[src/hdl/accel_spi_pkg.sv]
// ---------------------------------------------------------------------
// SPI side definitions: byte type, command codes, controller states
// ---------------------------------------------------------------------

`default_nettype none

package accel_spi_pkg;

   // Any byte on the SPI wires or in the register map
   typedef logic [7:0] byte_t;

   // Command bytes, first byte of every transaction
   localparam byte_t spi_cmd_write = 8'h0A;
   localparam byte_t spi_cmd_read  = 8'h0B;
   localparam byte_t spi_cmd_fifo  = 8'h0D;

   // Command controller states
   typedef enum logic [2:0] {
      ST_CMD,
      ST_ADDR,
      ST_WR_DATA,
      ST_RD_DATA,
      ST_FIFO_LOW,
      ST_FIFO_HIGH,
      ST_IGNORE
   } ctrl_state_t;

endpackage

`default_nettype wire

[src/hdl/accel_reg_pkg.sv]
// ---------------------------------------------------------------------
// Register map addresses, identity values, address and sample types
// ---------------------------------------------------------------------

`default_nettype none

package accel_reg_pkg;

   typedef logic [5:0]  reg_addr_t;
   typedef logic [15:0] sample_t;
   // Holds 0 to fifo_depth
   typedef logic [3:0]  fifo_count_t;

   localparam int fifo_depth = 8;

   // Register addresses
   localparam reg_addr_t reg_devid_ad      = 6'h00;
   localparam reg_addr_t reg_devid_mst     = 6'h01;
   localparam reg_addr_t reg_status        = 6'h0B;
   localparam reg_addr_t reg_fifo_entries  = 6'h0C;
   // Watermark level for the interrupt
   localparam reg_addr_t reg_fifo_samples  = 6'h29;
   localparam reg_addr_t reg_power_ctl     = 6'h2D;
   // Everything from here up is read/write storage
   localparam reg_addr_t reg_writable_base = 6'h20;

   // Identity bytes
   localparam logic [7:0] devid_ad_value  = 8'hAD;
   localparam logic [7:0] devid_mst_value = 8'h1D;

endpackage

`default_nettype wire

[src/hdl/spi_byte_link.sv]
// ---------------------------------------------------------------------
// SPI mode 0 byte link, pins oversampled in clk_sys
// ---------------------------------------------------------------------

`timescale 1ns/1ps
`default_nettype none

module spi_byte_link import accel_spi_pkg::*; (
   input  logic  clk_sys,
   input  logic  nCS,
   input  logic  sclk,
   input  logic  mosi,
   input  logic  spi_cs_n,
   input  byte_t tx_byte,
   output logic  miso,
   output logic  cs_active,
   output logic  byte_done,
   output byte_t rx_byte
);

   // Bits [1:0] synchronize, bit 2 holds the previous value
   logic [2:0] sclk_sync;
   logic [2:0] cs_sync;
   logic [1:0] mosi_sync;
   logic       sclk_rise;
   logic       sclk_fall;
   logic       cs_start;
   logic [2:0] bit_cnt;
   logic       load_pending;
   byte_t      rx_shift;
   byte_t      tx_shift;

   always_ff @(posedge clk_sys or posedge nCS) begin
      if (nCS) begin
         sclk_sync <= '0;
         cs_sync   <= '1;
         mosi_sync <= '0;
      end else begin
         sclk_sync <= {sclk_sync[1:0], sclk};
         cs_sync   <= {cs_sync[1:0], spi_cs_n};
         mosi_sync <= {mosi_sync[0], mosi};
      end
   end

   assign sclk_rise = sclk_sync[1] & ~sclk_sync[2];
   assign sclk_fall = ~sclk_sync[1] & sclk_sync[2];
   assign cs_active = ~cs_sync[1];
   assign cs_start  = ~cs_sync[1] & cs_sync[2];

   always_ff @(posedge clk_sys or posedge nCS) begin
      if (nCS) begin
         bit_cnt      <= '0;
         rx_shift     <= '0;
         tx_shift     <= '0;
         load_pending <= 1'b0;
         byte_done    <= 1'b0;
      end else begin
         byte_done <= 1'b0;
         if (!cs_active) begin
            // Partial byte is dropped
            bit_cnt      <= '0;
            tx_shift     <= '0;
            load_pending <= 1'b0;
         end else begin
            if (cs_start) begin
               tx_shift <= tx_byte;
            end else if (sclk_fall) begin
               // Next byte goes out on the fall that follows the last bit
               tx_shift     <= load_pending ? tx_byte : {tx_shift[6:0], 1'b0};
               load_pending <= 1'b0;
            end
            if (sclk_rise) begin
               rx_shift <= {rx_shift[6:0], mosi_sync[1]};
               bit_cnt  <= bit_cnt + 3'd1;
               if (bit_cnt == 3'd7) begin
                  byte_done    <= 1'b1;
                  load_pending <= 1'b1;
               end
            end
         end
      end
   end

   assign rx_byte = rx_shift;
   assign miso    = tx_shift[7];

   a_done_in_cs: assert property (@(posedge clk_sys) disable iff (nCS)
      byte_done |-> cs_active)
      else $error("byte_done outside chip select");

endmodule

`default_nettype wire

[src/hdl/spi_command_ctrl.sv]
// ---------------------------------------------------------------------
// Command decoder: register write/read bursts and FIFO sample reads
// ---------------------------------------------------------------------

`timescale 1ns/1ps
`default_nettype none

module spi_command_ctrl import accel_spi_pkg::*, accel_reg_pkg::*; (
   input  logic      clk_sys,
   input  logic      nCS,
   input  logic      cs_active,
   input  logic      byte_done,
   input  byte_t     rx_byte,
   input  byte_t     rd_data,
   input  sample_t   head_sample,
   input  logic      empty,
   output byte_t     tx_byte,
   output reg_addr_t reg_addr,
   output byte_t     wr_data,
   output logic      wr_strobe,
   output logic      pop
);

   ctrl_state_t state;
   byte_t       cmd;
   // Bump the address one cycle after a data byte
   logic        adv;
   // Low byte of this sample came from a real entry
   logic        have_sample;

   always_ff @(posedge clk_sys or posedge nCS) begin
      if (nCS) begin
         state       <= ST_CMD;
         cmd         <= '0;
         reg_addr    <= '0;
         wr_strobe   <= 1'b0;
         pop         <= 1'b0;
         adv         <= 1'b0;
         have_sample <= 1'b0;
      end else begin
         wr_strobe <= 1'b0;
         pop       <= 1'b0;
         adv       <= 1'b0;
         if (adv) begin
            reg_addr <= reg_addr + 1'b1;
         end
         if (!cs_active) begin
            state <= ST_CMD;
         end else if (byte_done) begin
            case (state)
               ST_CMD: begin
                  cmd <= rx_byte;
                  if (rx_byte == spi_cmd_write || rx_byte == spi_cmd_read) begin
                     state <= ST_ADDR;
                  end else if (rx_byte == spi_cmd_fifo) begin
                     state <= ST_FIFO_LOW;
                  end else begin
                     state <= ST_IGNORE;
                  end
               end
               ST_ADDR: begin
                  reg_addr <= rx_byte[5:0];
                  state    <= (cmd == spi_cmd_write) ? ST_WR_DATA : ST_RD_DATA;
               end
               ST_WR_DATA: begin
                  wr_strobe <= 1'b1;
                  adv       <= 1'b1;
               end
               ST_RD_DATA: begin
                  adv <= 1'b1;
               end
               ST_FIFO_LOW: begin
                  have_sample <= ~empty;
                  state       <= ST_FIFO_HIGH;
               end
               ST_FIFO_HIGH: begin
                  pop   <= have_sample;
                  state <= ST_FIFO_LOW;
               end
               // ST_IGNORE waits for chip select to drop
               default: state <= state;
            endcase
         end
      end
   end

   // Write data is held with the strobe
   always_ff @(posedge clk_sys) begin
      if (byte_done && state == ST_WR_DATA) begin
         wr_data <= rx_byte;
      end
   end

   // Byte offered to the link for the next shift out
   always_comb begin
      case (state)
         ST_RD_DATA:   tx_byte = rd_data;
         ST_FIFO_LOW:  tx_byte = empty ? '0 : head_sample[7:0];
         ST_FIFO_HIGH: tx_byte = have_sample ? head_sample[15:8] : '0;
         default:      tx_byte = '0;
      endcase
   end

   a_wr_one_cycle: assert property (@(posedge clk_sys) disable iff (nCS)
      wr_strobe |=> !wr_strobe)
      else $error("wr_strobe longer than one cycle");

   a_pop_not_empty: assert property (@(posedge clk_sys) disable iff (nCS)
      pop |-> !empty)
      else $error("pop while FIFO empty");

endmodule

`default_nettype wire

[src/hdl/accel_reg_file.sv]
// ---------------------------------------------------------------------
// Register map storage, status, measure enable, watermark interrupt
// ---------------------------------------------------------------------

`timescale 1ns/1ps
`default_nettype none

module accel_reg_file import accel_spi_pkg::*, accel_reg_pkg::*; (
   input  logic        clk_sys,
   input  logic        nCS,
   input  reg_addr_t   reg_addr,
   input  byte_t       wr_data,
   input  logic        wr_strobe,
   input  fifo_count_t count,
   input  logic        full,
   input  logic        sample_valid,
   output byte_t       rd_data,
   output logic        measure_en,
   output logic        fifo_wm_int
);

   // Addresses 0x20 to 0x3F
   byte_t wr_regs [32];
   logic  overrun;
   logic  wm_hit;

   always_ff @(posedge clk_sys or posedge nCS) begin
      if (nCS) begin
         for (int i = 0; i < $size(wr_regs); i++) begin
            wr_regs[i] <= '0;
         end
         overrun     <= 1'b0;
         fifo_wm_int <= 1'b0;
      end else begin
         // Writes below the writable base are dropped
         if (wr_strobe && reg_addr >= reg_writable_base) begin
            wr_regs[reg_addr[4:0]] <= wr_data;
         end
         // Sticky until reset
         if (sample_valid && measure_en && full) begin
            overrun <= 1'b1;
         end
         fifo_wm_int <= wm_hit;
      end
   end

   // Measurement mode is power_ctl[1:0] == 2'b10
   assign measure_en = (wr_regs[reg_power_ctl[4:0]][1:0] == 2'b10);
   assign wm_hit     = (wr_regs[reg_fifo_samples[4:0]] != '0) &&
                       (byte_t'(count) >= wr_regs[reg_fifo_samples[4:0]]);

   always_comb begin
      case (reg_addr)
         reg_devid_ad:     rd_data = devid_ad_value;
         reg_devid_mst:    rd_data = devid_mst_value;
         reg_status:       rd_data = {5'b0, overrun, fifo_wm_int, (count != '0)};
         reg_fifo_entries: rd_data = byte_t'(count);
         default:          rd_data = (reg_addr >= reg_writable_base) ?
                                     wr_regs[reg_addr[4:0]] : '0;
      endcase
   end

endmodule

`default_nettype wire

[src/hdl/sample_fifo.sv]
// ---------------------------------------------------------------------
// Sample FIFO, circular buffer with entry count
// ---------------------------------------------------------------------

`timescale 1ns/1ps
`default_nettype none

module sample_fifo import accel_reg_pkg::*; (
   input  logic        clk_sys,
   input  logic        nCS,
   input  logic        push,
   input  sample_t     push_sample,
   input  logic        pop,
   output sample_t     head_sample,
   output logic        empty,
   output logic        full,
   output fifo_count_t count
);

   sample_t                         mem [fifo_depth];
   logic [$clog2(fifo_depth)-1:0]   wr_ptr;
   logic [$clog2(fifo_depth)-1:0]   rd_ptr;
   logic                            do_push;
   logic                            do_pop;

   assign do_push = push & ~full;
   assign do_pop  = pop & ~empty;

   always_ff @(posedge clk_sys or posedge nCS) begin
      if (nCS) begin
         wr_ptr <= '0;
         rd_ptr <= '0;
         count  <= '0;
      end else begin
         if (do_push) wr_ptr <= wr_ptr + 1'b1;
         if (do_pop)  rd_ptr <= rd_ptr + 1'b1;
         // Push and pop together leave the count alone
         if (do_push && !do_pop) begin
            count <= count + 1'b1;
         end else if (do_pop && !do_push) begin
            count <= count - 1'b1;
         end
      end
   end

   always_ff @(posedge clk_sys) begin
      if (do_push) begin
         mem[wr_ptr] <= push_sample;
      end
   end

   assign head_sample = mem[rd_ptr];
   assign empty       = (count == '0);
   assign full        = (count == fifo_count_t'(fifo_depth));

   a_no_push_full: assert property (@(posedge clk_sys) disable iff (nCS)
      push |-> !full)
      else $error("push while FIFO full");

endmodule

`default_nettype wire

[src/hdl/accel_spi_top.sv]
// ---------------------------------------------------------------------
// Accelerometer SPI slave top: link, controller, registers, FIFO
// ---------------------------------------------------------------------

`timescale 1ns/1ps
`default_nettype none

module accel_spi_top import accel_spi_pkg::*, accel_reg_pkg::*; (
   input  logic    clk_sys,
   input  logic    nCS,
   input  logic    sclk,
   input  logic    mosi,
   input  logic    spi_cs_n,
   output logic    miso,
   input  logic    sample_valid,
   input  sample_t sample_data,
   output logic    fifo_wm_int
);

   logic        cs_active;
   logic        byte_done;
   byte_t       rx_byte;
   byte_t       tx_byte;
   reg_addr_t   reg_addr;
   byte_t       wr_data;
   logic        wr_strobe;
   byte_t       rd_data;
   logic        pop;
   logic        push;
   sample_t     head_sample;
   logic        empty;
   logic        full;
   fifo_count_t count;
   logic        measure_en;

   // Samples enter only in measurement mode and with room left
   assign push = sample_valid & measure_en & ~full;

   spi_byte_link spi_byte_link_i (
      .clk_sys   (clk_sys),
      .nCS       (nCS),
      .sclk      (sclk),
      .mosi      (mosi),
      .spi_cs_n  (spi_cs_n),
      .tx_byte   (tx_byte),
      .miso      (miso),
      .cs_active (cs_active),
      .byte_done (byte_done),
      .rx_byte   (rx_byte)
   );

   spi_command_ctrl spi_command_ctrl_i (
      .clk_sys     (clk_sys),
      .nCS         (nCS),
      .cs_active   (cs_active),
      .byte_done   (byte_done),
      .rx_byte     (rx_byte),
      .rd_data     (rd_data),
      .head_sample (head_sample),
      .empty       (empty),
      .tx_byte     (tx_byte),
      .reg_addr    (reg_addr),
      .wr_data     (wr_data),
      .wr_strobe   (wr_strobe),
      .pop         (pop)
   );

   accel_reg_file accel_reg_file_i (
      .clk_sys      (clk_sys),
      .nCS          (nCS),
      .reg_addr     (reg_addr),
      .wr_data      (wr_data),
      .wr_strobe    (wr_strobe),
      .count        (count),
      .full         (full),
      .sample_valid (sample_valid),
      .rd_data      (rd_data),
      .measure_en   (measure_en),
      .fifo_wm_int  (fifo_wm_int)
   );

   sample_fifo sample_fifo_i (
      .clk_sys     (clk_sys),
      .nCS         (nCS),
      .push        (push),
      .push_sample (sample_data),
      .pop         (pop),
      .head_sample (head_sample),
      .empty       (empty),
      .full        (full),
      .count       (count)
   );

endmodule

`default_nettype wire

[config.mk]
export PLATFORM = sky130hd
export DESIGN_NAME = accel_spi_top
export DESIGN_NICKNAME = d
export VERILOG_FILES = /design/src/hdl/accel_spi_pkg.sv /design/src/hdl/accel_reg_pkg.sv /design/src/hdl/spi_byte_link.sv /design/src/hdl/spi_command_ctrl.sv /design/src/hdl/accel_reg_file.sv /design/src/hdl/sample_fifo.sv /design/src/hdl/accel_spi_top.sv
export SDC_FILE = /design/constraint.sdc
export NUM_CORES = 1
export LEC_CHECK = 0
export BUFFER_PORTS_ARGS = -buffer_cell sky130_fd_sc_hd__buf_2
export CAP_MARGIN = 20
export CORE_AREA = 3 3 206 208
export DETAILED_ROUTE_END_ITERATION = 16
export DIE_AREA = 0 0 209 211
export SLEW_MARGIN = 0
export SYNTH_ARGS = -nofsm -noshare
export SYNTH_HDL_FRONTEND = slang
export SYNTH_HIERARCHICAL = 1
export SYNTH_SLANG_ARGS = --single-unit
[constraint.sdc]
create_clock -name clk_sys -period 10.1 [get_ports clk_sys]
set_input_delay 2.02 -clock clk_sys [delete_from_list [all_inputs] [get_ports clk_sys]]
set_output_delay 2.02 -clock clk_sys [all_outputs]
set_load 0.02 [all_outputs]
Word level (Yosys, flattened, before mapping)
Memories as Yosys holds them, arrays and structs flattened.
Cells that the tools add are included.
{"block": "totals", "reg_bits": 326, "ram_bits": 128, "inputBits": 22, "output_inout_bits": 2, "word_cells": 166, "memories": 1}
{"name": "sample_fifo_i.mem", "depth": 8, "width": 16, "read_ports": 1, "rd_clocked_by_memory_dff": 0, "write_ports": 1, "line_no": "sample_fifo.sv:20", "text": "sample_t mem [fifo_depth];"}
{"block": "op_classes", "addsub": 6, "n_lt_le_gt_ge": 4, "eq_ne": 15, "n_mux": 48, "bitwise": 13, "reduce_logical": 26}
{"op": "bitwise mux 256 bit", "count": 1}
{"op": "2-to-1 mux 8 bit", "count": 10}
{"op": "binary-select mux 8 bit (select 5 bit)", "count": 1}
{"op": "demux 8 bit (select 5 bit)", "count": 1}
{"op": "equality test 8 x 4 -> 1 bit, second input constant", "count": 4}
{"op": "case mux 8 bit (4 select lines)", "count": 1}
{"op": "2-to-1 mux 6 bit", "count": 4}
{"op": "case mux 8 bit (3 select lines)", "count": 1}
{"op": "2-to-1 mux 1 bit", "count": 20}
{"op": "2-to-1 mux 3 bit", "count": 5}
{"op": "equality test 6 x 4 -> 1 bit, second input constant", "count": 2}
{"op": ">= comparator 6 bit, second input constant", "count": 2}
{"op": "case mux 3 bit (4 select lines)", "count": 1}
{"op": "adder 3 x 1 -> 3 bit, second input constant", "count": 3}
{"op": "equality test 3 bit, second input constant", "count": 3}
{"op": ">= comparator 4 x 8 -> 1 bit", "count": 1}
{"op": "logical AND 1 bit", "count": 8}
{"op": "2-to-1 mux 4 bit", "count": 2}
{"op": "nonzero test 8 bit", "count": 1}
{"op": "AND 1 bit", "count": 7}
{"op": "adder 6 x 1 -> 6 bit, second input constant", "count": 1}
{"op": "equality test 3 x 2 -> 1 bit, second input constant", "count": 2}
{"op": "equality test 6 x 1 -> 1 bit, second input constant", "count": 1}
{"op": "zero test 6 bit", "count": 1}
{"op": "other kinds (20)", "count": 29}

Longest topological paths before layout
{"block": "depth", "word_depth": 11, "depth_mapped": 13, "ltp_nobuf": 11}

Hierarchy
The synthesis kept the hierarchy.
{"module": "accel_reg_file", "n_inst": 1, "cells_per_inst": 808, "area_per_inst_um2": 12109.1, "seq_area_each_um2": 6456.2}
{"module": "sample_fifo", "n_inst": 1, "cells_per_inst": 250, "area_per_inst_um2": 5567.8, "seq_area_each_um2": 4093.9}
{"module": "spi_command_ctrl", "n_inst": 1, "cells_per_inst": 119, "area_per_inst_um2": 1428.9, "seq_area_each_um2": 765.7}
{"module": "spi_byte_link", "n_inst": 1, "cells_per_inst": 97, "area_per_inst_um2": 1193.6, "seq_area_each_um2": 729.4}
{"module": "accel_spi_top", "n_inst": 1, "cells_per_inst": 1, "area_per_inst_um2": 8.8, "seq_area_each_um2": 0.0}

Worst setup path before layout
OpenSTA, ideal clock, no wires.
{"block": "synth_timing", "path_kind": "input port to flip-flop", "from": "input sample_valid", "to": "memory sample_fifo_i/mem[1][0] (netlist name) (enable)", "setup_ns": 0.409, "t_arrival_ns": 3.501, "t_required_ns": 9.691, "slack_ns": 6.190, "stages": 3, "n_path_buf": 0, "cell_sequence": "and3b_1 -> nand3_1 -> nor3_1"}
{"block": "synth_via", "elab_chain_cells": 5}
{"item": "from (decl)", "line_no": "accel_spi_top.sv:15", "text": "input logic sample_valid,"}
{"item": "AND 1 bit (2 in series)", "line_no": "accel_spi_top.sv:37", "text": "assign push = sample_valid & measure_en & ~full;"}
{"item": "AND 1 bit", "line_no": "sample_fifo.sv:26", "text": "assign do_push = push & ~full;"}
{"item": "2-to-1 mux 1 bit", "line_no": "sample_fifo.sv:47", "text": "if (do_push) begin"}
{"item": "2-to-1 mux 1 bit (not written as such)", "line_no": "sample_fifo.sv:48", "text": "mem[wr_ptr] <= push_sample;"}
{"item": "to (decl)", "line_no": "sample_fifo.sv:20"}
No other way between the ends.

Worst setup path in the final report
{"block": "layout_timing", "from": "register spi_command_ctrl_i.reg_addr[0]", "to": "register spi_byte_link_i.tx_shift[4]"}
{"block": "layout_via", "elab_chain_cells": 11, "word_cells_on_any_way": 16, "classes_between": "order compare: 1; eq/ne: 3; mux: 10; bitwise: 1; reduce/logical: 1"}
{"item": "from (decl)", "line_no": "spi_command_ctrl.sv:18", "text": "output reg_addr_t reg_addr,"}
{"item": "from (signal assigned)", "line_no": "spi_command_ctrl.sv:45", "text": "reg_addr <= reg_addr + 1'b1;"}
{"item": "from (signal assigned)", "line_no": "spi_command_ctrl.sv:62", "text": "reg_addr <= rx_byte[5:0];"}
{"item": "inverter 5 -> 6 bit (not written as such)", "line_no": "accel_reg_file.sv:59", "text": "wr_regs[reg_addr[4:0]] : '0;"}
{"item": "binary-select mux 8 bit (select 5 bit)", "line_no": "accel_reg_file.sv:59"}
{"item": "2-to-1 mux 8 bit (not written as such) (2 in series)", "line_no": "accel_reg_file.sv:59"}
{"item": "2-to-1 mux 8 bit", "line_no": "accel_reg_file.sv:58", "text": "default: rd_data = (reg_addr >= reg_writable_base) ?"}
{"item": "case mux 8 bit (4 select lines) (*)", "line_no": "accel_reg_file.sv:53", "text": "case (reg_addr)"}
{"item": "net rd_data[4]", "line_no": "accel_spi_top.sv:27", "text": "byte_t rd_data;"}
{"item": "case mux 8 bit (3 select lines) (*)", "line_no": "spi_command_ctrl.sv:96", "text": "case (state)"}
{"item": "net tx_byte[4]", "line_no": "accel_spi_top.sv:23", "text": "byte_t tx_byte;"}
{"item": "2-to-1 mux 8 bit", "line_no": "spi_byte_link.sv:69", "text": "tx_shift <= load_pending ? tx_byte : {tx_shift[6:0], 1'b0};"}
{"item": "2-to-1 mux 8 bit", "line_no": "spi_byte_link.sv:67", "text": "end else if (sclk_fall) begin"}
{"item": "2-to-1 mux 8 bit (*)", "line_no": "spi_byte_link.sv:65", "text": "if (cs_start) begin"}
{"item": "2-to-1 mux 8 bit (*)", "line_no": "spi_byte_link.sv:59", "text": "if (!cs_active) begin"}
{"item": "to (signal assigned)", "line_no": "spi_byte_link.sv:66", "text": "tx_shift <= tx_byte;"}
{"item": "to (signal assigned)", "line_no": "spi_byte_link.sv:69"}
{"item": "to (decl)", "line_no": "spi_byte_link.sv:31", "text": "byte_t tx_shift;"}
Mark *: on every way through the listed nets, which the timed path passes. The rest lies on a longest branch. The select of a mux whose other input is x is not followed.
A chain may end at the register's enable or synchronous reset.

==> qor.csv <==
stage,metric,value,unit
global_routing,grt met3 use,0.03550,
setup_path,critical path depth,10,
cells_and_area,"Core Util, Final",0.5539,
clock_network,Post-CTS Setup Repair Bufs,0,
cells_and_area,number of diodes,0,
clock_network,CTS resizes,0,
clock_network,clock tree buffer depth,3,
logic_synthesis,most common cell in the synthesized netlist,dfrtp_1,
clock_network,TritonCTS buffer count,49,
flow_run,max cap viols,0,
outcome,outcome,"complete, no violations",
detailed_routing,routed via count,11080,
die,die area,44100,µm²
place,Post-DP HPWL,28820,µm
place,pre-CTS WS,6.009,ns
logic_synthesis,Post-synth EDFFs,136,
place,Post-Place Cell Area,20910,µm²
cells_and_area,design area,22560,µm²
logic_synthesis,"Seq/Total Area, Yosys",0.5931,
detailed_routing,first-pass iteration count of the detailed router,7,
timing,period utilisation layout,0.4005,
clock_network,Worst-Skew Late Latency,0.61,ns
global_routing,vias in the first global route,11720,
global_routing,GR Util met1,0.2906,
setup_path,worst path buffer plus inverter count,2,
detailed_routing,WL per Instance,24.38,µm
setup_path,crit-path leading delay family,compound AO/OA/AOI/OAI gates,
die,Site Rows,74,
timing,# setup viols final,0,
logic_synthesis,Synth Register Bits,454,
logic_synthesis,"top cells by area, synth","dfrtp_1 (39%), edfxtp_1 (20%), mux2_2 (13%)",
clock_network,"CTS clk-pin slew, worst paths",0.06,ns
timing,smallest setup slack after layout,6.055,ns
global_routing,most used routing layer,met2,
global_routing,met2 GRT Util,0.3505,
worst_hold_path,worst min-delay path class,reg -> reg,
setup_path,worst-case reg-to-reg path depth,10,
setup_path,Crit Path Category,reg -> reg,
global_routing,initial antenna violation count,0,
power,Overall Power,3.815,mW
cells_and_area,Layout Nets,1337,
setup_path,worst-path cell chain,"buf_4, mux4_2, a22o_1, a211oi_1, a21oi_1, a2bb2o_1, a222oi_1, inv_1, o21ai_0, a31oi_1",
place,DP Cell Count,1781,
die,Initial Util,0.4985,
logic_synthesis,Post-Syn Area,20310,µm²
power,Leakage,9.705,nW
logic_synthesis,Ys Warns,6,
logic_synthesis,syn_nets,1310,
logic_synthesis,post-synthesis cell type count,76,
setup_path,CP max FO,47,
clock_network,Clock Tree Root,clkbuf_16,
setup_path,CP Capture Type,flip-flop,
cells_and_area,ratio of cells with drive above 1 in the final layout,0.3366,
timing,Final TNS setup,0,ns
global_routing,first-pass GRT wire length,71930,µm
power,PD cells,169.1,nW/µm²
die,Die X,209,µm
setup_path,CP peak stage delay,0.97,ns
setup_path,Worst Path Required,10.55,ns
place,GPL Wtd Cong,0.7834,
timing,Final Hold Vio Count,0,
timing,RSZ-0062 raised after global routing,false,
setup_path,CP Launch Type,flip-flop,
die,core box area,40740,µm²
global_routing,GRT overflow,0,
die,Die Y,211,µm
clock_network,H-tree Lvls,2,
timing,max frequency,247.2,MHz
detailed_routing,Post-Route WL,45640,µm
clock_network,TritonCTS clock tree,done,
logic_synthesis,Commonest cells post-synth,"dfrtp_1 (315), mux2_2 (229), edfxtp_1 (136), mux2_1 (67), mux4_2 (55)",
detailed_routing,DRC viols,0,
clock_network,Sink Count,454,
setup_path,Crit-path slowest cell,dfrtp_4,
logic_synthesis,"area leader, netlist",dfrtp_1,
cells_and_area,area delta synth->final,11.11,%
timing,final max-slew violation count,0,
global_routing,largest net degree at the start of global routing,124,
logic_synthesis,Post-Syn Area per Cell,15.93,µm²
global_routing,aggregate global-route resource usage,0.2123,
cells_and_area,Finished Layout Cells,1872,
die,io pins,24,
timing,Hold WS,0.3477,ns
timing,worst clock skew,0.03269,ns
timing,Worst Tran Pin Value,1.024,ns
logic_synthesis,Synth async-reset ratio,0.7004,
logic_synthesis,top_reg_cell synth,dfrtp_1,
timing,post-layout min period,4.045,ns
worst_hold_path,Hold Crit Depth,0,
cells_and_area,number of fillers in the final layout,3283,
power,Peak VDD IR,0.0001563,V
setup_path,CP Data Arrival Time,4.50,ns
detailed_routing,drt initial violations,636,
detailed_routing,Antenna Nets Post-Route,0,
place,# port buffers,23,
logic_synthesis,Post-Synthesis Cells,1275,
detailed_routing,routed vias/inst,5.919,
clock_network,hold-fix buffer count after cts,0,
timing,Slew HR,0.3173,
logic_synthesis,Synth top area share,0.3881,
cell usage in the layout, fill, tap and decap left out, types with 23 or more instances in the layout:
| cell type | synthesis | layout |
|---|---|---|
| buf_4 | 3 | 25 |
| mux4_2 | 55 | 55 |
| mux2_2 | 229 | 229 |
| mux2_1 | 67 | 67 |
| dfrtp_1 | 315 | 312 |
| clkbuf_16 | 0 | 49 |
| mux2i_1 | 28 | 28 |
| nand2_1 | 45 | 45 |
| buf_2 | 18 | 23 |
| mux4_1 | 28 | 28 |
| edfxtp_1 | 136 | 136 |
routing by layer:
metal | share of wire | routed length, µm
met2 | 0.49 | 22220
met4 | 0.029 | 1307
met5 | 0 | 0
met3 | 0.039 | 1782
met1 | 0.45 | 20340
report_power, final:
part           switching [mW]  internal [mW]  total, mW  leakage [nW]
sequential             0.0256           1.92       1.94          5.60
clock                   0.749           1.06       1.81         0.796
combinational          0.0445         0.0202     0.0647          3.30
total                   0.820           3.00       3.82          9.71
worst paths after layout:
| check | from | end | slack [ns] |
|---|---|---|---|
| setup / recovery | spi_command_ctrl_i/reg_addr[0] | spi_byte_link_i/tx_shift[4] | 6.05 |
| setup reg to reg | spi_command_ctrl_i/reg_addr[0] | spi_byte_link_i/tx_shift[4] | 6.05 |
| min in group asynchronous | nCS | spi_byte_link_i/rx_byte[6] | 1.41 |
| hold / removal | spi_byte_link_i/sclk_sync[0] | spi_byte_link_i/sclk_sync[1] | 0.35 |
| hold reg to reg | spi_byte_link_i/sclk_sync[0] | spi_byte_link_i/sclk_sync[1] | 0.35 |
| max in group asynchronous | nCS | accel_reg_file_i/wr_regs[42] | 6.94 |
cell families after synthesis:
logic type / Yosys count / share of synthesized area
fa+ha+maj: 13 / 0.008379
simple gates: 174 / 0.05052
xor+xnor: 12 / 0.005175
mux: 407 / 0.2752
compound gates: 114 / 0.04177
buf+inv: 101 / 0.02588
flops: 454 / 0.5931
sequential cells by signal, indices dropped and copies added (netlist names), 2 cells and up:
signal	flops
sample_fifo_i/wr_ptr	3
sample_fifo_i/count	4
spi_byte_link_i/rx_byte	8
spi_command_ctrl_i/cmd	8
spi_command_ctrl_i/state	3
sample_fifo_i/mem	128
spi_byte_link_i/cs_sync	3
spi_command_ctrl_i/wr_data	8
spi_byte_link_i/sclk_sync	3
spi_command_ctrl_i/reg_addr	6
spi_byte_link_i/tx_shift	8
accel_reg_file_i/wr_regs	256
spi_byte_link_i/mosi_sync	2
spi_byte_link_i/bit_cnt	3
sample_fifo_i/rd_ptr	3
area by class of cell:
type                       count  area, µm²  share of cell area
sequential                   454      12050              0.5341
multi-input combinational    720       7750              0.3435
clock buffer                  66       1330             0.05894
tap                          532      665.6             0.02950
timing repair buffer          51      360.3             0.01597
clock inverter                23      299.0             0.01325
inverter                      26      107.6            0.004769
(Power assumes the default switching activity.)
